**config.mk**
```make
export PLATFORM = sky130hd
export DESIGN_NAME = uart_bus_slave
export DESIGN_NICKNAME = d
export VERILOG_FILES = /design/src/uart_bus_pkg.sv /design/src/ctrl_frame_decoder.sv /design/src/write_deserializer.sv /design/src/read_serializer.sv /design/src/uart_bus_slave.sv
export VERILOG_INCLUDE_DIRS = /design/src
export SDC_FILE = /design/constraint.sdc
export NUM_CORES = 1
export LEC_CHECK = 0
export BUFFER_PORTS_ARGS = -buffer_cell sky130_fd_sc_hd__buf_2
export CORE_AREA = 2 2 96 98
export DETAILED_ROUTE_END_ITERATION = 12
export DIE_AREA = 0 0 98 100
export GPL_ROUTABILITY_DRIVEN = 0
export PLACE_DENSITY_LB_ADDON = 0.2
export SLEW_MARGIN = 20
export SYNTH_ARGS = -nofsm -noshare
export SYNTH_HDL_FRONTEND = slang
export SYNTH_SLANG_ARGS = --single-unit
```
**constraint.sdc**
```tcl
create_clock -name clk -period 2.8 [get_ports clk]
set_clock_uncertainty 0.2 [all_clocks]
set_input_delay 0.28 -clock clk [delete_from_list [all_inputs] [get_ports clk]]
set_output_delay 0.28 -clock clk [all_outputs]
set_load 0.02 [all_outputs]
```
**src/uart_bus_config.svh**
```systemverilog
`ifndef UART_BUS_CONFIG_SVH
`define UART_BUS_CONFIG_SVH

// bits per data word on both the write and the read path
`define UB_DATA_WIDTH 32

// width of the slave id field in a command frame
`define UB_ID_WIDTH 3

// id this slave answers to
`define UB_SLAVE_ID 3'd1

// leading code of every command frame
`define UB_START_CODE 3'b111

// command frame length, msb first:
// start code (3) | slave id (3) | write (1) | burst (1)
`define UB_FRAME_BITS 8

`endif

```
**src/uart_bus_pkg.sv**
```systemverilog
`include "uart_bus_config.svh"

package uart_bus_pkg;

    // serial signals from the bus master
    typedef struct packed {
        // command frame, one bit per cycle
        logic control;
        // write data bit
        logic wd;
        // wd holds a valid bit
        logic valid;
        // marks the final word of a burst
        logic last;
    } bus_in_t;

    // serial signals back to the bus master
    typedef struct packed {
        // read data bit
        logic rd;
        // rd holds a valid bit
        logic rd_valid;
        // high while no session is running
        logic ready;
    } bus_out_t;

    // command decoded from an addressed frame
    typedef struct packed {
        // 1 = master writes towards the transmitter
        logic write;
        logic burst;
    } cmd_t;

    // one data word exchanged with the UART blocks
    typedef logic [`UB_DATA_WIDTH-1:0] word_t;

endpackage

```
**src/ctrl_frame_decoder.sv**
```systemverilog
`include "uart_bus_config.svh"

module ctrl_frame_decoder (
    input  logic               clk,
    input  logic               rstN,
    input  logic               idle,
    input  logic               control,
    output logic               cmd_valid,
    output uart_bus_pkg::cmd_t cmd
);

    localparam int unsigned CNT_W   = $clog2(`UB_FRAME_BITS);
    localparam int unsigned CODE_W  = 3;
    // field positions inside the frame, msb arrives first
    localparam int unsigned CODE_HI = `UB_FRAME_BITS - 1;
    localparam int unsigned ID_HI   = `UB_FRAME_BITS - 1 - CODE_W;

    logic                      receiving;
    logic [CNT_W-1:0]          bit_cnt;
    logic [`UB_FRAME_BITS-1:0] shift_q;
    logic [`UB_FRAME_BITS-1:0] frame;
    logic                      take_bit;
    logic                      last_bit;
    logic                      match;

    // a frame can only open between sessions, and its first bit is always high
    assign take_bit = receiving || (idle && control);

    // frame contents including the bit on control this cycle
    assign frame    = {shift_q[`UB_FRAME_BITS-2:0], control};
    assign last_bit = receiving && (bit_cnt == CNT_W'(`UB_FRAME_BITS - 1));

    assign match = (frame[CODE_HI -: CODE_W] == `UB_START_CODE) &&
                   (frame[ID_HI -: `UB_ID_WIDTH] == `UB_SLAVE_ID);

    always_ff @(posedge clk or negedge rstN) begin
        if (!rstN) begin
            receiving <= 1'b0;
            bit_cnt   <= '0;
            cmd_valid <= 1'b0;
        end else begin
            cmd_valid <= 1'b0;
            if (last_bit) begin
                // frames for other slaves or with a bad code are dropped here
                receiving <= 1'b0;
                bit_cnt   <= '0;
                cmd_valid <= match;
            end else if (take_bit) begin
                receiving <= 1'b1;
                bit_cnt   <= bit_cnt + 1'b1;
            end
        end
    end

    always_ff @(posedge clk) begin
        if (take_bit) begin
            shift_q <= frame;
        end
        if (last_bit) begin
            cmd.write <= frame[1];
            cmd.burst <= frame[0];
        end
    end

endmodule

```
**src/write_deserializer.sv**
```systemverilog
`include "uart_bus_config.svh"

module write_deserializer (
    input  logic                clk,
    input  logic                rstN,
    input  logic                start,
    input  logic                burst,
    input  logic                wd,
    input  logic                valid,
    input  logic                last,
    output logic                tx_req,
    input  logic                tx_ack,
    output uart_bus_pkg::word_t tx_word,
    output logic                done
);

    localparam int unsigned W     = `UB_DATA_WIDTH;
    localparam int unsigned CNT_W = $clog2(W);

    typedef enum logic [1:0] {
        W_IDLE,
        W_SHIFT,
        W_REQ,
        W_RELEASE
    } wstate_e;

    wstate_e             state;
    logic [CNT_W-1:0]    bit_cnt;
    logic                burst_q;
    logic                last_q;
    uart_bus_pkg::word_t shift_q;
    logic                take_bit;
    logic                word_full;

    // valid is ignored outside W_SHIFT, so the master must hold its bit
    assign take_bit  = (state == W_SHIFT) && valid;
    assign word_full = take_bit && (bit_cnt == CNT_W'(W - 1));

    // no bits are taken during the handshake so the word stays stable
    assign tx_word = shift_q;

    always_ff @(posedge clk or negedge rstN) begin
        if (!rstN) begin
            state   <= W_IDLE;
            bit_cnt <= '0;
            burst_q <= 1'b0;
            last_q  <= 1'b0;
            tx_req  <= 1'b0;
            done    <= 1'b0;
        end else begin
            done <= 1'b0;
            case (state)
                W_IDLE: begin
                    if (start) begin
                        burst_q <= burst;
                        bit_cnt <= '0;
                        state   <= W_SHIFT;
                    end
                end
                W_SHIFT: begin
                    if (word_full) begin
                        // last on the final bit decides whether the burst goes on
                        bit_cnt <= '0;
                        last_q  <= last;
                        tx_req  <= 1'b1;
                        state   <= W_REQ;
                    end else if (take_bit) begin
                        bit_cnt <= bit_cnt + 1'b1;
                    end
                end
                W_REQ: begin
                    if (tx_ack) begin
                        tx_req <= 1'b0;
                        state  <= W_RELEASE;
                    end
                end
                W_RELEASE: begin
                    // wait for ack low before the next word may be requested
                    if (!tx_ack) begin
                        if (burst_q && !last_q) begin
                            state <= W_SHIFT;
                        end else begin
                            done  <= 1'b1;
                            state <= W_IDLE;
                        end
                    end
                end
                default: state <= W_IDLE;
            endcase
        end
    end

    always_ff @(posedge clk) begin
        if (take_bit) begin
            shift_q <= {shift_q[W-2:0], wd};
        end
    end

endmodule

```
**src/read_serializer.sv**
```systemverilog
`include "uart_bus_config.svh"

module read_serializer (
    input  logic                clk,
    input  logic                rstN,
    input  logic                start,
    input  logic                burst,
    input  logic                last,
    output logic                rx_req,
    input  logic                rx_ack,
    input  uart_bus_pkg::word_t rx_word,
    output logic                rd,
    output logic                rd_valid,
    output logic                done
);

    localparam int unsigned W     = `UB_DATA_WIDTH;
    localparam int unsigned CNT_W = $clog2(W);

    typedef enum logic [1:0] {
        R_IDLE,
        R_REQ,
        R_RELEASE,
        R_SHIFT
    } rstate_e;

    rstate_e             state;
    logic [CNT_W-1:0]    bit_cnt;
    logic                burst_q;
    uart_bus_pkg::word_t shift_q;
    logic                load;
    logic                final_bit;

    // word is captured on the cycle ack is seen high
    assign load      = (state == R_REQ) && rx_ack;
    assign rd_valid  = (state == R_SHIFT);
    assign final_bit = rd_valid && (bit_cnt == CNT_W'(W - 1));

    // msb of the shift register goes out, forced low between words
    assign rd = rd_valid && shift_q[W-1];

    always_ff @(posedge clk or negedge rstN) begin
        if (!rstN) begin
            state   <= R_IDLE;
            bit_cnt <= '0;
            burst_q <= 1'b0;
            rx_req  <= 1'b0;
            done    <= 1'b0;
        end else begin
            done <= 1'b0;
            case (state)
                R_IDLE: begin
                    if (start) begin
                        burst_q <= burst;
                        rx_req  <= 1'b1;
                        state   <= R_REQ;
                    end
                end
                R_REQ: begin
                    if (load) begin
                        rx_req <= 1'b0;
                        state  <= R_RELEASE;
                    end
                end
                R_RELEASE: begin
                    if (!rx_ack) begin
                        bit_cnt <= '0;
                        state   <= R_SHIFT;
                    end
                end
                R_SHIFT: begin
                    if (final_bit) begin
                        bit_cnt <= '0;
                        // same rule as writes: last on the final bit ends the burst
                        if (burst_q && !last) begin
                            rx_req <= 1'b1;
                            state  <= R_REQ;
                        end else begin
                            done  <= 1'b1;
                            state <= R_IDLE;
                        end
                    end else begin
                        bit_cnt <= bit_cnt + 1'b1;
                    end
                end
                default: state <= R_IDLE;
            endcase
        end
    end

    always_ff @(posedge clk) begin
        if (load) begin
            shift_q <= rx_word;
        end else if (rd_valid) begin
            shift_q <= {shift_q[W-2:0], 1'b0};
        end
    end

endmodule

```
**src/uart_bus_slave.sv**
```systemverilog
module uart_bus_slave (
    input  logic                   clk,
    input  logic                   rstN,
    input  uart_bus_pkg::bus_in_t  bus_in,
    output uart_bus_pkg::bus_out_t bus_out,
    output logic                   tx_req,
    input  logic                   tx_ack,
    output uart_bus_pkg::word_t    tx_word,
    output logic                   rx_req,
    input  logic                   rx_ack,
    input  uart_bus_pkg::word_t    rx_word
);

    typedef enum logic [1:0] {
        S_IDLE,
        S_WRITE,
        S_READ
    } session_e;

    session_e           state;
    logic               idle;
    logic               cmd_valid;
    uart_bus_pkg::cmd_t cmd;
    logic               wr_start;
    logic               rd_start;
    logic               wr_done;
    logic               rd_done;
    logic               rd_bit;
    logic               rd_bit_valid;

    assign idle = (state == S_IDLE);

    // a decoded command starts exactly one data path
    assign wr_start = idle && cmd_valid && cmd.write;
    assign rd_start = idle && cmd_valid && !cmd.write;

    // session FSM, ready follows the state one cycle after cmd_valid and done
    always_ff @(posedge clk or negedge rstN) begin
        if (!rstN) begin
            state <= S_IDLE;
        end else begin
            case (state)
                S_IDLE: begin
                    if (cmd_valid) begin
                        state <= cmd.write ? S_WRITE : S_READ;
                    end
                end
                S_WRITE: begin
                    if (wr_done) begin
                        state <= S_IDLE;
                    end
                end
                S_READ: begin
                    if (rd_done) begin
                        state <= S_IDLE;
                    end
                end
                default: state <= S_IDLE;
            endcase
        end
    end

    assign bus_out.rd       = rd_bit;
    assign bus_out.rd_valid = rd_bit_valid;
    assign bus_out.ready    = idle;

    ctrl_frame_decoder u_decoder (
        .clk       (clk),
        .rstN      (rstN),
        .idle      (idle),
        .control   (bus_in.control),
        .cmd_valid (cmd_valid),
        .cmd       (cmd)
    );

    write_deserializer u_writer (
        .clk     (clk),
        .rstN    (rstN),
        .start   (wr_start),
        .burst   (cmd.burst),
        .wd      (bus_in.wd),
        .valid   (bus_in.valid),
        .last    (bus_in.last),
        .tx_req  (tx_req),
        .tx_ack  (tx_ack),
        .tx_word (tx_word),
        .done    (wr_done)
    );

    read_serializer u_reader (
        .clk      (clk),
        .rstN     (rstN),
        .start    (rd_start),
        .burst    (cmd.burst),
        .last     (bus_in.last),
        .rx_req   (rx_req),
        .rx_ack   (rx_ack),
        .rx_word  (rx_word),
        .rd       (rd_bit),
        .rd_valid (rd_bit_valid),
        .done     (rd_done)
    );

endmodule

```
==> results.md, run 1 <==
- The run finished with clean final reports.
- The antenna cell count is 0.
- Once layout is complete, the utilization of the core stands at 0.5658.
- The net switching fraction of the power is 0.3226.
- The top-area cell type share of the netlist area is 0.5159.
- Dividing the detail-routed wire length by the instance count gives 14.53 um.
- The cell area power density is 1018 nW/um^2.
- The final net count is 425.
- The sum of negative setup slack is 0 ns.
- The share of cell area taken by muxes after synthesis is 0.1087.
- The smallest clock period supported by the final layout is computed as 2.403 ns.
- The floorplan has 35 rows.
- The power dissipated by switching net loads is 1.652 mW.
- Measured along the y axis, the die boundary spans 100 um.
- The post-layout worst setup margin is 0.3967 ns.
- Of the total synthesized cell area, the portion taken by XOR and XNOR cells is 0.
- The post-placement cell area is 4753 um^2.
- The final-report setup violation count is 0.
- The stage delay of the slowest cell on the critical path is 0.44 ns.
- The combinational family with the most area after synthesis is multiplexers.
- The transition time at the pin with the least slew margin is 0.6394 ns.
- The path class of the tightest hold or removal check is input port to flop.
- For this run, the leading register cell type out of synthesis is sky130_fd_sc_hd__edfxtp_1.
- The area growth from synthesis to layout is 18.37%.
- The largest fanout on the critical path is 8.
- The multi-input gate area in the final layout is 1262 um^2.
- The TritonCTS sink count is 101.
- Detailed placement ended at an HPWL of 4823 um.
- Walking the worst path, the cells encountered are ha_1 > and3_1 > ha_1 > nand2b_2 > a21boi_0 > and3_4 > mux2_4.
- The slowest stage of the critical path belongs to the cell sky130_fd_sc_hd__dfrtp_1.
- Of the synthesized area, sequential elements account for 0.6808.
- The gate count of the mapped netlist is 278.
- The die covers 9800 um^2.
- The number of synthesis warnings is 0.
- The cell seen most often among critical-path stages is sky130_fd_sc_hd__ha_1.
- For this run, the total global-route usage over all layers was measured as 0.1469.
- The leading cell type by number of instances after synthesis is sky130_fd_sc_hd__edfxtp_1.
- The number of buffers added by the clock tree synthesis step is 9.
- By area the synthesized netlist is led by sky130_fd_sc_hd__edfxtp_1, sky130_fd_sc_hd__dfrtp_1, sky130_fd_sc_hd__mux2_2.
- The total power is 5.122 mW.
- The final instance area is 5030 um^2.
- The die is 98 um wide.
- After global routing the overflow that remains totals 0.
- The total area inside the core boundary comes to 8890 um^2.
- The final instance count without filler cells is 486.
- The cell chosen for the clock root is sky130_fd_sc_hd__clkbuf_8.
- The analysis attributes to cell leakage a power of 2.068 nW.
- Across all register-to-register paths, the minimum setup slack is 0.40 ns.
- The fraction of met2 tracks used by global routing is 0.2250.
- The synthesized netlist occupies a cell area of 4249 um^2.
- The synthesized netlist net count is 333.
- The dominant delay contributor by cell family on the critical path is simple AND/OR/NAND/NOR gates.
- The logic gate share of total power is 0.317.
- Yosys mapped a number of flops with a built-in enable equal to 73.
- Counting both buffers and inverters, the worst setup path holds a total of 0.
- Of the total synthesized cell area, the portion taken by AND, OR, NAND and NOR gates is 0.07744.
- In the synthesized netlist the async set-or-reset flop fraction comes to 0.2772.
- The met1 routing resource usage after global routing is 0.2035.
- The number of I/O pins is 77.
- After detailed routing, the total wire length is 7063 um.
- The compound-gate portion of the synthesized area is 0.06684.
- The critical path startpoint category is a flop.
- By count the netlist is led by sky130_fd_sc_hd__edfxtp_1, sky130_fd_sc_hd__mux2_2, sky130_fd_sc_hd__dfrtp_1.
- The hold violation total from the final report came to 0.
- Of the cells placed in the final design, the portion with a size suffix greater than 1 is 0.3680.
- A synthesized cell averages 15.28 um^2.
- Timing analysis after detailed placement gives a worst setup slack of 0.4064 ns.
- Setup repair after global routing left no endpoint under its margin.
- The detail route stage leaves a number of antenna-violating nets equal to 0.
- The number of pins with negative max-slew slack in the final report is 0.
- The DRC violation count after routing is 0.
- Entering global routing, the biggest net connects 34 pins.
- The setup fix buffers added after clock tree synthesis is 0.
- The clock reaches the later pin of the worst-skew pair after 0.36 ns.
- Synthesis instantiated 41 different standard cells from the library.
- The post-synthesis adder-cell area fraction is 0.04417.
- The clock group share of total power is 0.180.
- In the routed layout, each cell is associated on average with a via count of 5.138.
- After synthesis the netlist holds a flip-flop and latch count of 101.
- The type of element capturing the critical path is a flop.
- The part of the cycle the worst path needs is 0.8583.
- The via count is 2,497.
- The peak ir drop on the vdd network is 437.2 uV.
- The worst setup path is of the flop to flop kind.
- The number of global-route vias before repair is 2,452.
- Summing all flip-flop and latch instances after layout gives 2893 um^2.
- TritonCTS built the clock tree.
- Headroom to the max-slew limit came out at 0.5737.
- The final-layout fill cell count is 766.
- The total of max-cap violations is 0.
- The cell total after placement is 462.
- The met3 track utilization from global routing is 0.03134.
- The initial antenna violation count is 0.
- Cell internal power was estimated by the tool at 3.470 mW.
- The library cell occupying the most area in the post-synthesis netlist is sky130_fd_sc_hd__edfxtp_1.
- The first-pass detailed-route iteration total is 4.
- The starting density of the core is 0.4780.
- The arrival time at the worst endpoint is 2.46 ns.
- The required time reported for the critical path endpoint is 2.85 ns.
- The peak-usage layer in the global routing report is met2.
- The first global-routing pass estimated 11,330 um of wire.
- The H-tree depth reported by CTS is 3.
- The maximum buffer depth of the clock tree is 2.
- The highest attainable clock frequency is 416.1 MHz.
- The share of total power dissipated in sequential elements is 0.503.
- After the first detailed-routing iteration, the DRC count stood at 74.
- The worst hold margin is 0.01862 ns.
- The post-CTS clock slew at the launch and capture registers of the worst setup and hold paths is 0.10 ns.
- Port buffering added 76 buffers.
power by group through the flow:
| stage | clock [mW] | combinational, mW | sequential (mW) |
|---|---|---|---|
| 4_1_cts | 0.961 | 1.65 | 2.58 |
| 3_5_place_dp | 0 | 1.63 | 2.61 |
| 5_1_grt | 1.01 | 1.80 | 2.65 |
| 2_1_floorplan | 0 | 1.13 | 2.67 |
| 3_3_place_gp | 0 | 1.59 | 2.58 |
| 6_report | 0.920 | 1.62 | 2.58 |
registers in the layout, indices dropped and copies added, names as in the netlist, 2 cells and up:
| name | cells |
|---|---|
| state | 2 |
| u_decoder.bit_cnt | 3 |
| u_decoder.cmd | 2 |
| u_decoder.shift_q | 7 |
| u_reader.bit_cnt | 5 |
| u_reader.shift_q | 32 |
| u_reader.state | 2 |
| u_writer.bit_cnt | 5 |
| u_writer.state | 2 |
| u_writer.tx_word | 32 |
metal layers:
layer | vias to the layer above | share of wire
met1 | 1229 | 0.47
met5 | - | 0
met3 | 10 | 0.036
li1 | 1214 | -
met4 | 0 | 0.016
met2 | 44 | 0.48
kinds of logic (layout without fill, tap and decap cells):
group,after synthesis,after routing
AO/OA/AOI/OAI,39,39
adder cells (fa/ha/maj),15,15
buffers and inverters,21,118
flip-flops,101,101
multiplexers,41,41
AND/OR/NAND/NOR,61,61
area by class of cell:
class	instances	area share
clock buffers	9	0.02463
flip-flops and latches	101	0.5751
clock inverters	7	0.01443
multi-input cells	156	0.2510
well taps	111	0.02761
inverters	15	0.01119
repair buffers	87	0.09602
worst paths after layout:
| path | start | to | depth (start not counted) |
|---|---|---|---|
| setup reg to reg | u_reader.bit_cnt[0] | u_reader.state[1] | 7 |
| min in group asynchronous | rstN | u_reader.bit_cnt[3] | 2 |
| max in group asynchronous | rstN | u_writer.bit_cnt[0] | 2 |
| hold / removal | rx_word[24] | u_reader.shift_q[24] | 2 |
| hold reg to reg | u_decoder.shift_q[3] | u_decoder.cmd_valid | 1 |
| setup / recovery | u_reader.bit_cnt[0] | u_reader.state[1] | 7 |
worst reg2reg max path, delay by kind of cell (launching register included):
| family | cells | cell delay [ns] |
|---|---|---|
| AOI/OAI and AO/OA | 1 | 0.32 |
| adders and majority gates | 2 | 0.42 |
| DFF | 1 | 0.44 |
| muxes | 1 | 0.29 |
| and+or+nand+nor | 3 | 0.63 |
layout by cell type (no fill, tap or decap), drive strengths merged, types with 4 or more instances in the layout:
cell | netlist | final
nand2 | 18 | 18
o21ai | 12 | 12
nand2b | 5 | 5
buf | 6 | 79
nor3b | 4 | 4
mux2 | 38 | 38
a21oi | 8 | 8
ha | 15 | 15
inv | 14 | 17
clkinv | 1 | 4
dfrtp | 28 | 28
edfxtp | 73 | 73
clkbuf | 0 | 9
a31oi | 9 | 9
dlygate4sd3 | 0 | 8
nor2 | 11 | 11
and3 | 7 | 7
repair_timing:
| action | in CTS | in global routing |
|---|---|---|
| hold buffers | 8 | 0 |
| endpoints found under the hold margin | 36 | 0 |
| gates resized for setup | 0 | 0 |
Power figures use the tool's default switching activity.
==> run 2: changes to the inputs <==
--- a/config.mk
+++ b/config.mk
@@ -7,9 +7,10 @@
 export NUM_CORES = 1
 export LEC_CHECK = 0
 export BUFFER_PORTS_ARGS = -buffer_cell sky130_fd_sc_hd__buf_2
-export CORE_AREA = 2 2 96 98
+export CORE_AREA = 2 2 91 102
+export CTS_CLUSTER_DIAMETER = 30
 export DETAILED_ROUTE_END_ITERATION = 12
-export DIE_AREA = 0 0 98 100
+export DIE_AREA = 0 0 93 104
 export GPL_ROUTABILITY_DRIVEN = 0
 export PLACE_DENSITY_LB_ADDON = 0.2
 export SLEW_MARGIN = 20
==> run 2 against run 1 <==
  * Die area shrank 1.3%
  * Wire length increased by 2.1%
  * Hold slack got worse by 0.012 ns
  * Sequential power about the same
  * Maximum frequency fell by 1.5%
  * Critical path type unchanged
  * Highest routed layer unchanged
==> results.md, run 2 (synthesis gave the netlist of run 1 again) <==
- The number of buffers added by the clock tree synthesis step is 9 (unchanged).
- Leaving out fill and tap cells, the most frequent cell in the layout is sky130_fd_sc_hd__buf_2.
- The launch point of the worst path is u_reader.bit_cnt[0].
- The starting density of the core came to 0.4913 (+0.01335).
- The required time reported for the critical path endpoint is 2.85 ns (about the same).
- The leakage component of the power came to 2.090 nW (+1.0%).
- The cell chosen for the clock root is sky130_fd_sc_hd__clkbuf_8.
- The count of standard-cell rows was 36 (+2.9%).
- The count of port buffers added during placement came to 76 (unchanged).
- The origin of the critical flop-to-flop path is u_reader.bit_cnt[0].
- The number of cells traversed by the worst hold path is 2 (unchanged).
- The largest net degree at the start of global routing was 34 (unchanged).
- The final-report setup violation count is 0 (unchanged).
- The detailed router's first-iteration violation count came to 74 (unchanged).
- The cell seen most often among critical-path stages is sky130_fd_sc_hd__ha_1.
- The first-pass GRT wire length was 11,630 um (+2.6%).
- The average vias per placed instance is 5.085 (-1.0%).
- The part of the cycle the worst path needs was 0.8718 (+0.01350).
- The end of the worst hold path is u_reader.shift_q[28].
- In the layout the commonest cells are sky130_fd_sc_hd__buf_2, sky130_fd_sc_hd__edfxtp_1, sky130_fd_sc_hd__mux2_2.
- The first-pass detailed-route iteration total is 4 (unchanged).
- By startpoint and endpoint, the worst setup path is classified as flop to flop.
- The number of pins with negative max-slew slack in the final report is 0 (unchanged).
- The worst-skew pair later-pin latency is 0.36 ns (about the same).
- The signal on the critical path passes through ha_1 > and3_1 > ha_1 > nand2b_2 > a21boi_0 > and3_4 > mux2_4.
- The final-layout fill cell count is 745 (-2.7%).
- The TritonCTS sink count came to 101 (unchanged).
- The cell area power density is 995.2 nW/um^2 (-2.3%).
- The worst-path cell with the longest stage delay is sky130_fd_sc_hd__dfrtp_1.
- The worst-case register-to-register setup slack is 0.36 ns (-0.04 ns).
- The total power was 5.066 mW (-1.1%).
- The global-route usage over all layers came to 0.1554 (+0.008501).
- The worst setup path is captured at a flop.
- The width of the chip is 93 um (-5.1%).
- TritonCTS built the clock tree.
- The critical path startpoint category is a flop.
- The run finished with clean final reports.
- The stage delay of the slowest cell on the critical path is 0.45 ns (about the same).
- The DRC violation count after routing is 0 (unchanged).
- The number of resized instances in the post-cts repair step is 0 (unchanged).
- The type of the worst min-delay path is input port to flop.
- The hold violation total from the final report is 0 (unchanged).
- The post-CTS clock slew at the launch and capture registers of the worst setup and hold paths was 0.10 ns (about the same).
- The sum of negative setup slack was 0 ns (unchanged).
- The count of nets left with antenna violations after detail routing came to 0 (unchanged).
- The die outline area is 9672 um^2 (-1.3%).
- The cell total after placement is 465 (+0.65%).
- The via count came to 2,522 (+1.0%).
- Setup repair after global routing left no endpoint under its margin.
- The multi-input gate area in the final layout is 1262 um^2 (unchanged).
- The wire length after detailed routing came to 7211 um (+2.1%).
- The capture point of the worst reg-to-reg path is u_reader.state[1].
- The total area of sequential cells is 2893 um^2 (unchanged).
- The total of max-cap violations is 0 (unchanged).
- The final net count is 432 (+1.6%).
- The peak ir drop on the vdd network was 389.1 uV (-11%).
- The maximum buffer depth of the clock tree is 2 (unchanged).
- The max-slew headroom at the worst pin is 0.5569 (-0.01680).
- The highest attainable clock frequency is 409.6 MHz (-1.5%).
- The post-detailed-placement half-perimeter wirelength came to 5004 um (+3.8%).
- The arrival time at the worst endpoint is 2.49 ns (+0.03 ns).
- The share of post-route cells with drive strength above 1 is 0.3665 (-0.001508).
- The per-cell routed wire length was 14.54 um (about the same).
- The core area is 8648 um^2 (-2.7%).
- The largest fanout on the critical path came to 8 (unchanged).
- The final instance count without filler cells is 496 (+2.1%).
- The H-tree depth reported by CTS is 3 (unchanged).
- The transition time at the pin with the least slew margin came to 0.6646 ns (+0.02520 ns).
- The total congestion overflow was 0 (unchanged).
- The number of I/O pins was 77 (unchanged).
- The area growth from synthesis to layout is 19.79%.
- The count of cells along the worst register-to-register path came to 7 (unchanged).
- The worst hold path begins at rx_word[28].
- The initial antenna violation count is 0 (unchanged).
- The die span in y is 104 um (+4.0%).
- The post-layout worst setup margin came to 0.3589 ns (-0.03780 ns).
- The number of global-route vias before repair is 2,516 (+2.6%).
- The antenna cell count was 0 (unchanged).
- The post-place setup slack is 0.3868 ns (-0.01952 ns).
- The shortest clock period the worst path allows after layout is 2.441 ns (+0.03780 ns).
## run 2: worst max path at each step
| stage | end | slack, ns | cells past startpoint |
|---|---|---|---|
| 6_report | u_reader.state[1] | 0.36 | 7 |
| 5_1_grt | u_reader.state[1] | 0.23 | 7 |
| 4_1_cts | u_reader.state[1] | 0.37 | 7 |
| 3_5_place_dp | u_reader.state[1] | 0.39 | 7 |
| 3_3_place_gp | u_reader.state[1] | 0.48 | 7 |
| 2_1_floorplan | u_reader.shift_q[0] | 0.50 | 5 |
## run 2: routing by layer
metal  up-vias  GRT usage  part of all wire
met5         -          0                 0
met4         0    0.07878             0.020
met3        11    0.03406             0.040
met2        45     0.2479              0.50
met1      1238     0.1997              0.44
li1       1228          -                 -
## run 2: worst max-delay path: cells and delay by family, from the launching register on
kind	cells	cell delay, ns
multiplexers	1	0.29
AND/OR/NAND/NOR	3	0.63
adder cells (fa/ha/maj)	2	0.43
flip-flops	1	0.45
AO/OA/AOI/OAI	1	0.33
## run 2: layout make-up
type | count | share of cell area
Sequential cell | 101 | 0.5683
Timing Repair Buffer | 94 | 0.1087
Tap cell | 114 | 0.02802
Multi-Input combinational cell | 156 | 0.2480
Clock buffer | 9 | 0.02434
Clock inverter | 7 | 0.01155
Inverter | 15 | 0.01106
## run 2: power breakdown
group          total [mW]  internal (mW)  switching [mW]
combinational        1.63          0.725           0.905
sequential           2.58           2.33           0.247
clock               0.857          0.337           0.520
## run 2: repair_timing
item,4_1_cts,5_1_grt
hold buffers,9,6
setup buffers,0,0
hold endpoints to repair,37,6
## run 2: per-stage QoR
step | instance area (um^2) | hold WS, ns | util
floorplan | 4249 | -0.2156 | -
global placement | 4757 | 0.1477 | 0.5501
detailed placement | 4757 | 0.1465 | 0.5501
CTS | 5030 | 0.0001537 | 0.5816
global route | 5090 | 0.0004255 | 0.5885
finish | 5090 | 0.006747 | 0.5885
==> run 3: changes to the inputs <==
--- a/config.mk
+++ b/config.mk
@@ -6,11 +6,12 @@
 export SDC_FILE = /design/constraint.sdc
 export NUM_CORES = 1
 export LEC_CHECK = 0
+export ABC_AREA = 1
 export BUFFER_PORTS_ARGS = -buffer_cell sky130_fd_sc_hd__buf_2
-export CORE_AREA = 2 2 91 102
+export CORE_AREA = 2 2 92 103
 export CTS_CLUSTER_DIAMETER = 30
 export DETAILED_ROUTE_END_ITERATION = 12
-export DIE_AREA = 0 0 93 104
+export DIE_AREA = 0 0 94 105
 export GPL_ROUTABILITY_DRIVEN = 0
 export PLACE_DENSITY_LB_ADDON = 0.2
 export SLEW_MARGIN = 20
==> run 3 against run 2 <==
  * Combinational power shrank 5%
  * Via count grew 0.79%
  * Synthesized cell count grew 12%
  * Clock-buffer cell count grew 1
  * Wire length shrank 4.3%
  * Core utilization shrank 1.0 points
  * Largest power group unchanged
  * Cell count grew 5.6%
  * Non-clock buffer count shrank 5
==> results.md, run 3 <==
- The part of the cycle the worst path needs is 0.7678 (-0.1040).
- The count of standard-cell rows is 36 (unchanged).
- The register area share after synthesis is 0.6750 (-0.005764).
- The share of power burned in registers is 0.499 (-0.010).
- The first-pass detailed-route iteration total is 4 (unchanged).
- The post-CTS clock slew at the launch and capture registers of the worst setup and hold paths is 0.10 ns (about the same).
- The total of max-cap violations is 0 (unchanged).
- The required time reported for the critical path endpoint is 2.71 ns (-0.14 ns).
- The shortest clock period the worst path allows after layout was 2.150 ns (-0.2912 ns).
- The maximum buffer depth of the clock tree is 2 (unchanged).
- The cell area power density is 965.2 nW/um^2 (-3.0%).
- The number of distinct standard cells referenced by the synthesized netlist is 27 (-34%).
- The tree is rooted in a sky130_fd_sc_hd__clkbuf_8.
- The sum of negative setup slack is 0 ns (unchanged).
- The die outline area is 9870 um^2 (+2.0%).
- The compound-gate portion of the synthesized area came to 0.03212 (-0.03473).
- The antenna cell count is 0 (unchanged).
- The per-instance average area after synthesis was 13.78 um^2 (-9.8%).
- The synthesized design spends more area on one cell type than any other, namely sky130_fd_sc_hd__edfxtp_1.
- The TritonCTS clock tree is built.
- The starting density of the core was 0.4879 (-0.003428).
- The count of nets left with antenna violations after detail routing came to 0 (unchanged).
- The flow ran to the end, and the final reports show no timing, DRC or antenna violations.
- The worst hold margin came to 0.01802 ns (+0.01127 ns).
- The share of the core filled with cells was 0.5781 (-0.01048).
- The area fraction in and, or, nand and nor cells after synthesis is 0.1036 (+0.02621).
- The leakage component of the power was 2.280 nW (+9.1%).
- The die span in y came to 105 um (+0.96%).
- The synthesized netlist net count is 366 (+9.9%).
- The largest net degree at the start of global routing came to 33 (-2.9%).
- The peak ir drop on the vdd network came to 406.1 uV (+4.4%).
- Sorting the synthesized cells by how often they occur yields sky130_fd_sc_hd__edfxtp_1, sky130_fd_sc_hd__nand2_1, sky130_fd_sc_hd__dfrtp_1, sky130_fd_sc_hd__mux2_4, sky130_fd_sc_hd__inv_1.
- The count of port buffers added during placement is 76 (unchanged).
- The area growth from synthesis to layout is 18.48%.
- The final-layout fill cell count came to 743 (-0.27%).
- The DRC violation count after routing was 0 (unchanged).
- The net switching fraction of the power was 0.3233 (-0.006846).
- The average vias per placed instance is 4.851 (-4.6%).
- The hold violation total from the final report came to 0 (unchanged).
- The share of post-route cells with drive strength above 1 is 0.3293 (-0.03722).
- The total area of sequential cells was 2893 um^2 (unchanged).
- Setup repair after global routing left no endpoint under its margin.
- The setup fix buffers added after clock tree synthesis is 0 (unchanged).
- The global-route usage over all layers is 0.1510 (-0.004375).
- STA classifies the critical path endpoint as a flop.
- The worst setup path is of the flop to flop kind.
- In the synthesized netlist the dominant register cell turns out to be sky130_fd_sc_hd__edfxtp_1.
- After synthesis, the largest family of logic cells by area is multiplexers.
- Yosys attributes the largest share of cell area to sky130_fd_sc_hd__edfxtp_1, sky130_fd_sc_hd__dfrtp_1, sky130_fd_sc_hd__mux2_4.
- The final-report setup violation count was 0 (unchanged).
- The post-synthesis adder-cell area fraction is 0.04380 (-0.0003740).
- The gate count of the mapped netlist came to 311 (+12%).
- The share of cell area taken by muxes after synthesis came to 0.1060 (-0.002672).
- The transition time at the pin with the least slew margin was 0.6462 ns (-0.01848 ns).
- The internal power contribution was 3.316 mW (-2.3%).
- The wire length after detailed routing came to 6898 um (-4.3%).
- The leading cell type by number of instances after synthesis is sky130_fd_sc_hd__edfxtp_1.
- The fraction of registers with async set or reset after synthesis was 0.2772 (unchanged).
- The xor-xnor portion of the synthesized cell area is 0 (unchanged).
- The per-cell routed wire length is 13.16 um (-9.5%).
- The via count is 2,542 (+0.79%).
- The top-area cell type share of the netlist area came to 0.5115 (-0.004368).
- The quantity of hold-fixing buffers added after cts is 7 (-2).
- The number of buffers added by the clock tree synthesis step is 9 (unchanged).
- The flip-flop and latch count after synthesis is 101 (unchanged).
- The logic gate share of total power is 0.317 (-0.005).
- The initial antenna violation count came to 0 (unchanged).
- The max-slew headroom at the worst pin is 0.5692 (+0.01232).
- The critical path startpoint category is a flop.
- The arrival time at the worst endpoint was 2.06 ns (-0.43 ns).
- The number of synthesis warnings is 0 (unchanged).
- The cell area after synthesis was 4285 um^2 (+0.85%).
- The TritonCTS sink count came to 101 (unchanged).
- The most common library cell in the layout ignoring fill and taps is sky130_fd_sc_hd__buf_2.
- The worst-skew pair later-pin latency was 0.35 ns (about the same).
- The power dissipated by switching net loads is 1.584 mW (-5.3%).
- The post-detailed-placement half-perimeter wirelength is 4825 um (-3.6%).
- The number of global-route vias before repair was 2,486 (-1.2%).
- The clock group share of total power is 0.184 (+0.015).
- The type of the worst min-delay path is input port to flop.
- The total congestion overflow is 0 (unchanged).
- The largest fanout on the critical path is 32 (+24).
- The count of flip-flops with a built-in enable after synthesis is 73 (unchanged).
- The detailed router's first-iteration violation count was 82 (+11%).
- The width of the chip came to 94 um (+1.1%).
- The H-tree depth reported by CTS is 3 (unchanged).
- Leaving out fill and tap cells, the most frequent cells in the layout are sky130_fd_sc_hd__buf_2, sky130_fd_sc_hd__edfxtp_1, sky130_fd_sc_hd__nand2_1.
- The final net count was 460 (+6.5%).
- The number of I/O pins was 77 (unchanged).
- The multi-input gate area in the final layout was 1224 um^2 (-3.1%).
- The number of resized instances in the post-cts repair step is 0 (unchanged).
- The first-pass GRT wire length is 11,630 um (about the same).
- The core area was 8783 um^2 (+1.6%).
- The number of pins with negative max-slew slack in the final report is 0 (unchanged).
- The highest attainable clock frequency is 465.1 MHz (+14%).
[run 3: cells by family (layout without fill, tap and decap cells)]
| group | Yosys count | count (layout) |
|---|---|---|
| fa+ha+maj | 15 | 15 |
| mux | 31 | 31 |
| simple gates | 104 | 104 |
| buf+inv | 36 | 135 |
| flops | 101 | 101 |
| compound gates | 24 | 24 |
[run 3: stage by stage]
stage          power (mW)  setup WS, ns  instances  area (um^2)
2_1_floorplan       3.632        0.5182        311         4285
3_3_place_gp        3.971        0.7287        498         4787
3_5_place_dp        4.040        0.6304        498         4787
4_1_cts             4.959        0.6260        521         5047
5_1_grt             5.253        0.5179        524         5077
6_report            4.901        0.6501        524         5077
[run 3: worst max-delay path, stage by stage, from the launching register on]
cell and delay, ns:
sky130_fd_sc_hd__dfrtp_1 0.42, sky130_fd_sc_hd__inv_1 0.10, sky130_fd_sc_hd__ha_1 0.24, sky130_fd_sc_hd__nand2_2 0.09, sky130_fd_sc_hd__buf_4 0.45, sky130_fd_sc_hd__mux2_1 0.39
[run 3: area by class of cell]
cell class,instances,area share
well taps,114,0.02809
clock buffers,10,0.02514
inverters,30,0.02218
clock inverters,6,0.01232
multi-input cells,174,0.2410
repair buffers,89,0.1015
flip-flops and latches,101,0.5697
[run 3: power groups by stage]
stage | Combinational (mW) | Sequential (mW) | Clock, mW
floorplan | 1.11 | 2.53 | 0
global placement | 1.50 | 2.47 | 0
detailed placement | 1.56 | 2.48 | 0
CTS | 1.57 | 2.46 | 0.934
global route | 1.75 | 2.50 | 0.999
finish | 1.55 | 2.45 | 0.901
[run 3: layer usage]
metal,vias up,global-route usage,share of wire
met3,7,0.03605,0.041
met2,60,0.2235,0.48
met4,0,0.06522,0.013
li1,1258,-,-
met1,1217,0.2129,0.47
met5,-,0,0
[run 3: worst paths after layout]
kind                                    from                    to  slack, ns  depth (start not counted)
min                              rx_word[30]  u_reader.shift_q[30]       0.02                          2
max                        u_reader.state[1]   u_reader.shift_q[1]       0.65                          5
max in group asynchronous               rstN       u_writer.last_q       1.70                          2
min in group asynchronous               rstN       u_writer.tx_req       0.28                          2
max reg2reg                u_reader.state[1]   u_reader.shift_q[1]       0.65                          5
min reg2reg                    u_reader.done              state[1]       0.23                          1
